<file path="src/design/tlb_pkg.sv">
package tlb_pkg;

    // ==============================
    // Page index widths
    // ==============================

    // Pages have a fixed size, so every port carries page indices and
    // never full addresses
    localparam int va_page_bits = 24;
    localparam int pa_page_bits = 20;

    // Virtual page index as it arrives on the lookup and fill ports
    typedef logic [va_page_bits-1:0] va_page_t;

    // Physical page index as it is stored and returned on a hit
    typedef logic [pa_page_bits-1:0] pa_page_t;

    // ==============================
    // Fill FSM
    // ==============================

    // An insert moves through a victim request, the victim answer, one
    // write cycle and a short bubble before the next fill is taken
    typedef enum logic [2:0]
    {
        // Waiting for a fill request from the page walker
        fill_idle,
        // Asking the replacement logic for a victim way
        fill_req_way,
        // Waiting for the one-hot victim vector
        fill_recv_way,
        // Writing the entry into every lookup copy at once
        fill_insert,
        // Quiet cycles after the write
        fill_bubble
    } fill_state_t;

endpackage

</file>
<file path="src/design/tlb_fill_ctrl.sv">
`timescale 1ns/1ps

module tlb_fill_ctrl
#(
    parameter int num_sets = 64,
    parameter int num_ways = 4
)
(
    input  logic                clk,
    input  logic                reset,
    input  logic                inval,
    input  logic                init_done,
    input  logic                fill_en,
    input  tlb_pkg::va_page_t   fill_va,
    input  tlb_pkg::pa_page_t   fill_pa,
    output logic                fill_rdy,
    output logic [num_ways-1:0] wr_en,
    output tlb_pkg::va_page_t   wr_va,
    output tlb_pkg::pa_page_t   wr_pa
);

    import tlb_pkg::*;

    localparam int idx_bits = $clog2(num_sets);

    fill_state_t         state;
    logic [1:0]          bubble_cnt;
    logic                repl_req;
    logic                repl_ack;
    logic [num_ways-1:0] repl_way_vec;
    logic [num_ways-1:0] victim_vec;

    // ==============================
    // Fill FSM
    // ==============================

    // New fills only while idle and with all RAM copies swept
    assign fill_rdy = (state == fill_idle) && init_done;

    // An invalidate drops any fill in progress, since the sweep is about
    // to take over the RAM write ports
    always_ff @(posedge clk)
    begin
        if (reset || inval)
        begin
            state      <= fill_idle;
            bubble_cnt <= '0;
        end
        else
        begin
            case (state)
                fill_idle:
                begin
                    if (fill_en && fill_rdy)
                    begin
                        state <= fill_req_way;
                    end
                end
                fill_req_way:
                begin
                    state <= fill_recv_way;
                end
                fill_recv_way:
                begin
                    if (repl_ack)
                    begin
                        state <= fill_insert;
                    end
                end
                fill_insert:
                begin
                    state      <= fill_bubble;
                    bubble_cnt <= '0;
                end
                fill_bubble:
                begin
                    // Four quiet cycles before the next fill is taken
                    bubble_cnt <= bubble_cnt + 1'b1;
                    if (bubble_cnt == 2'd3)
                    begin
                        state <= fill_idle;
                    end
                end
                default:
                begin
                    state <= fill_idle;
                end
            endcase
        end
    end

    // Request and victim are held until the write cycle
    always_ff @(posedge clk)
    begin
        if ((state == fill_idle) && fill_en && fill_rdy)
        begin
            wr_va <= fill_va;
            wr_pa <= fill_pa;
        end
        if (repl_ack)
        begin
            victim_vec <= repl_way_vec;
        end
    end

    // One write cycle, broadcast to the same way in both lookup copies
    assign wr_en    = (state == fill_insert) ? victim_vec : '0;
    assign repl_req = (state == fill_req_way);

    tlb_repl_select
    #(
        .num_sets (num_sets),
        .num_ways (num_ways)
    )
    u_repl
    (
        .clk          (clk),
        .reset        (reset),
        .inval        (inval),
        .repl_req     (repl_req),
        .repl_idx     (wr_va[idx_bits-1:0]),
        .repl_ack     (repl_ack),
        .repl_way_vec (repl_way_vec)
    );

    // The page walker keeps fill_en low until fill_rdy returns
    a_fill_handshake: assert property (@(posedge clk) disable iff (reset)
        $rose(fill_en) |-> fill_rdy)
        else $error("tlb_fill_ctrl fill_en raised while fill_rdy was low");

endmodule

</file>
<file path="src/design/tlb_repl_select.sv">
`timescale 1ns/1ps

module tlb_repl_select
#(
    parameter int num_sets = 64,
    parameter int num_ways = 4
)
(
    input  logic                        clk,
    input  logic                        reset,
    input  logic                        inval,
    input  logic                        repl_req,
    input  logic [$clog2(num_sets)-1:0] repl_idx,
    output logic                        repl_ack,
    output logic [num_ways-1:0]         repl_way_vec
);

    localparam int way_bits = $clog2(num_ways);

    typedef logic [num_ways-1:0] way_vec_t;

    // One bit per way per set, set once the way has been handed out
    way_vec_t    used [num_sets];
    logic [15:0] lfsr;
    way_vec_t    occ;
    way_vec_t    free_vec;
    way_vec_t    rand_vec;
    way_vec_t    pick_vec;

    // Free-running 16 bit Fibonacci LFSR with taps 16, 14, 13 and 11
    always_ff @(posedge clk)
    begin
        if (reset)
        begin
            lfsr <= 16'hace1;
        end
        else
        begin
            lfsr <= {lfsr[14:0], lfsr[15] ^ lfsr[13] ^ lfsr[12] ^ lfsr[10]};
        end
    end

    // Lowest clear bit of the occupancy vector, zero when the set is full
    assign occ      = used[repl_idx];
    assign free_vec = ~occ & (occ + 1'b1);
    assign rand_vec = way_vec_t'(1) << lfsr[way_bits-1:0];
    assign pick_vec = (|free_vec) ? free_vec : rand_vec;

    // Occupancy clears at once on reset or invalidate
    always_ff @(posedge clk)
    begin
        if (reset || inval)
        begin
            for (int s = 0; s < num_sets; s++)
            begin
                used[s] <= '0;
            end
        end
        else if (repl_req)
        begin
            used[repl_idx] <= occ | pick_vec;
        end
    end

    // Answer arrives the cycle after the request
    always_ff @(posedge clk)
    begin
        if (reset)
        begin
            repl_ack <= 1'b0;
        end
        else
        begin
            repl_ack <= repl_req;
        end
    end

    always_ff @(posedge clk)
    begin
        if (repl_req)
        begin
            repl_way_vec <= pick_vec;
        end
    end

    // The fill FSM writes exactly the ways flagged here
    a_onehot_victim: assert property (@(posedge clk) disable iff (reset)
        repl_ack |-> $onehot(repl_way_vec))
        else $error("tlb_repl_select victim vector is not one-hot");

endmodule

</file>
<file path="config.mk">
export PLATFORM = sky130hd
export DESIGN_NAME = tlb_fill_ctrl
export DESIGN_NICKNAME = d
export VERILOG_FILES = /design/src/design/tlb_pkg.sv /design/src/design/tlb_fill_ctrl.sv /design/src/design/tlb_repl_select.sv
export SDC_FILE = /design/constraint.sdc
export NUM_CORES = 1
export LEC_CHECK = 0
export BUFFER_PORTS_ARGS = -buffer_cell sky130_fd_sc_hd__buf_4
export CAP_MARGIN = 30
export CORE_MARGIN = 3
export CORE_UTILIZATION = 50
export CTS_BUF_LIST = sky130_fd_sc_hd__clkbuf_16
export DETAILED_ROUTE_END_ITERATION = 7
export GPL_TIMING_DRIVEN = 0
export PLACE_DENSITY = 0.68
export SYNTH_ARGS = -nofsm -noshare
export SYNTH_HDL_FRONTEND = slang
export SYNTH_SLANG_ARGS = --single-unit
export TNS_END_PERCENT = 30
</file>
<file path="constraint.sdc">
create_clock -name clk -period 6.55 [get_ports clk]
set_input_delay 0.3275 -clock clk [delete_from_list [all_inputs] [get_ports clk]]
set_output_delay 0.3275 -clock clk [all_outputs]
set_load 0.01 [all_outputs]
</file>
==> flow_metrics.py <==
metrics = {
    "setup_path": {
        "critPathLaunchType": "flip-flop",
        "arrival_ns": 4.23,
        "cp_top_family": "buffers and inverters",
        "rrSetupSlack_ns": 2.62,
        "reg2reg_depth": 10,
        "r2r_end": "u_repl.repl_way_vec[1]",
        "critical_path_buf_inv_count": 5,
        "path_max_fanout": 10,
        "endpoint_kind": "flip-flop",
        "crit_required_ns": 6.85,
        "crit_chain": "buf_4 -> buf_2 -> buf_4 -> buf_2 -> nor3_1 -> a2111oi_0 -> o211a_2 -> buf_6 -> nand3_1 -> o31ai_1",
        "max_stage_delay_ns": 0.63,
        "critical_path_class": "reg -> reg",
        "crit_slowest_cell": "a2111oi_0",
    },
    "power": {
        "power.switching_mw": 1.21,
        "seq_power_share": 0.496,
        "p_per_area_mw_per_mm2": 280,
        "p_leak_nw": 7.23,
        "power_frac_clock": 0.394,
        "ir_drop_mv": 0.206,
        "p_sw_frac": 0.243,
        "intPower_mw": 3.76,
        "combPwrFrac": 0.111,
    },
    "floorplanning": {
        "std_cell_rows": 62,
        "die_w_um": 178,
        "ios": 98,
        "die_y_um": 178,
        "initial_utilization": 0.511,
        "die-area_mm2": 0.0318,
        "core-area_mm2": 0.0290,
    },
    "finish": {
        "area_delta_synth_final_pct": 19.5,
        "num-fill-cells": 2221,
        "layout-drive-gt1-share": 0.230,
        "nets": 1279,
        "diodes": 0,
    },
    "timing": {
        "hold_viol_final": 0,
        "slew_headroom": 0.328,
        "worst_pin_slew_ns": 1.01,
        "fin_crit_ns": 3.93,
        "whs_ns": 0.0460,
        "fin_tns_setup_ns": 0,
        "fin_crit_sh": 0.600,
        "maxSlewViolCount": 0,
        "rsz0062_at_grt": "no",
        "skew_ns": 0.0283,
        "final-setup-viol-count": 0,
        "fmaxAchievable_mhz": 254,
    },
    "synth": {
        "ys_ff_latch": 336,
        "synth_cells": 1042,
        "synth.most_common_cell": "edfxtp_1",
        "synthTopCellsByCount": "edfxtp_1, nand2_1, a21oi_1, inv_1, o21a_1",
        "ys_types": 64,
        "synth_area_leader_cell": "edfxtp_1",
        "synth_ff_type": "edfxtp_1",
        "synth_top_area_frac": 0.623,
        "avgSynthCellArea_um2": 14.2,
        "yosys_warnings": 0,
        "synth_edf_count": 308,
        "ys_async_sr_fraction": 0,
        "synth-seq-area-share": 0.661,
        "synthesis.nets": 1092,
        "synth_area_leaders": "edfxtp_1, mux4_2, a21oi_1",
        "synth_area_mm2": 0.0148,
    },
    "global_routing": {
        "grt_max_degree": 45,
        "antenna_found_initial": 0,
        "grt_pass1_vias": 9787,
        "grt_use_total": 0.257,
        "grt-ovfl-total": 0,
        "grt_pass1_wl_um": 60000,
    },
    "cts": {
        "clk-insertion-delay-late_ns": 0.53,
        "cts_setup_buffers": 0,
        "cts-hold-fix-buffers": 44,
        "cts_buffers": 36,
        "cts.sinks": 336,
        "cts.path.max_buffers": 3,
        "path_clk_slew_ns": 0.06,
        "cts_tree": "yes",
        "root_buffer": "clkbuf_16",
        "cts-resized-gates": 0,
        "h-tree-depth": 2,
    },
    "placed_design": {
        "dp_hpwl_um": 27800,
        "gp_congestion": 0.897,
        "portBuffers": 97,
    },
    "worst_hold_path": {
        "hp-class": "in -> reg",
        "hold_path_depth": 2,
        "min_to": "u_repl.lfsr[4]",
        "hp-start": "reset",
    },
    "drt": {
        "drtPass1Iterations": 7,
        "viasPerCell": 5.97,
        "drt_iter0_drc": 1421,
        "drt-total-wl_um": 39800,
        "vias": 9785,
        "ant_nets": 0,
        "drt-wirelength-per-cell_um": 24.3,
        "drc_errors": 0,
    },
    "outcome": {
        "status": "complete, no violations",
    },
    "job": {
        "max-cap-violations": 0,
    },
}
-- worst reg2reg max path: cells and delay by family, from the launching register on --
family / cells / cell delay [ns]
buffers and inverters: 5 / 1.66
AOI/OAI and AO/OA: 3 / 1.43
DFF: 1 / 0.43
and+or+nand+nor: 2 / 0.20
-- layer usage --
| layer | vias up | track usage | wire length (um) |
|---|---|---|---|
| li1 | 4305 | - | - |
| met1 | 4831 | 0.340 | 14900 |
| met2 | 533 | 0.415 | 19200 |
| met3 | 116 | 0.0585 | 3940 |
| met4 | 0 | 0.104 | 1770 |
| met5 | - | 0 | 0 |
-- layout make-up --
cell class                 instances  area [um^2]  share of cell area
timing repair buffer             149         1260              0.0710
clock inverter                    25          143             0.00804
clock buffer                      40         1000              0.0565
multi-input combinational        558         4240               0.239
inverter                          68          255              0.0144
sequential                       336         9810               0.553
buffer                            80          541              0.0305
tap                              384          480              0.0271
-- worst max-delay path by stage --
stage          startpoint                     end  slack (ns)  depth (start not counted)
6_report        flip-flop  u_repl.repl_way_vec[1]        2.62                         10
5_1_grt         flip-flop      u_repl.used[23][3]        2.53                          9
4_1_cts         flip-flop      u_repl.used[23][3]        2.73                          9
3_5_place_dp    flip-flop  u_repl.repl_way_vec[1]        2.80                         10
3_3_place_gp     state[2]      u_repl.used[17][0]        2.78                          7
2_1_floorplan   flip-flop      u_repl.used[45][3]        3.79                         11
-- cell families after synthesis --
| kind of cell | after synthesis | share of synthesized area |
|---|---|---|
| buffers and inverters | 148 | 0.0536 |
| adders and majority gates | 1 | 0.000843 |
| xor gates and xnor gates | 4 | 0.00236 |
| muxes | 86 | 0.113 |
| AOI/OAI and AO/OA | 236 | 0.0982 |
| and+or+nand+nor | 231 | 0.0704 |
| DFF | 336 | 0.661 |
-- sequential cells by signal, summed over array words and instances, names as in the netlist, named ones only --
name	count
bubble_cnt	2
u_repl.used	256
victim_vec	4
u_repl.repl_way_vec	4
wr_pa	20
u_repl.lfsr	16
wr_va	24
u_repl.repl_ack	1
state	3
-- metrics by stage --
stage	cells	area [um^2]	setup WS (ns)	power [mW]	util
finish	1640	17700	2.62	4.97	0.611
global route	1640	17700	2.53	5.11	0.611
CTS	1640	17700	2.73	4.97	0.611
detailed placement	1531	16100	2.80	3.02	0.557
global placement	1523	16000	2.78	3.02	0.553
floorplan	1042	14800	3.79	2.81	-
-- power by group through the flow --
stage / sequential [mW] / clock [mW] / combinational (mW)
final: 2.46 / 1.96 / 0.551
after CTS: 2.46 / 1.97 / 0.544
after global placement: 2.50 / 0 / 0.516
after floorplan: 2.49 / 0 / 0.319
after global routing: 2.47 / 2.06 / 0.577
after detailed placement: 2.51 / 0 / 0.519
-- cells in the final DEF (no fill, tap or decap), types with 4 or more instances in the layout --
cell type / instances
nor2_1: 20
buf_4: 101
nor2b_1: 13
clkbuf_16: 40
mux2_2: 10
a22oi_1: 9
and3_1: 5
and2_1: 4
edfxtp_1: 308
nor3_1: 6
buf_6: 15
dfxtp_1: 28
or2_2: 8
mux4_2: 57
nand2_1: 144
buf_12: 7
buf_2: 32
inv_2: 4
o211ai_1: 4
inv_1: 80
mux4_1: 6
mux2i_1: 13
a21oi_1: 135
nand2b_1: 6
o21a_1: 64
buf_1: 9
dlygate4sd3_1: 44
nand3_1: 6
clkbuf_1: 18
Power figures use the tool's default switching activity.
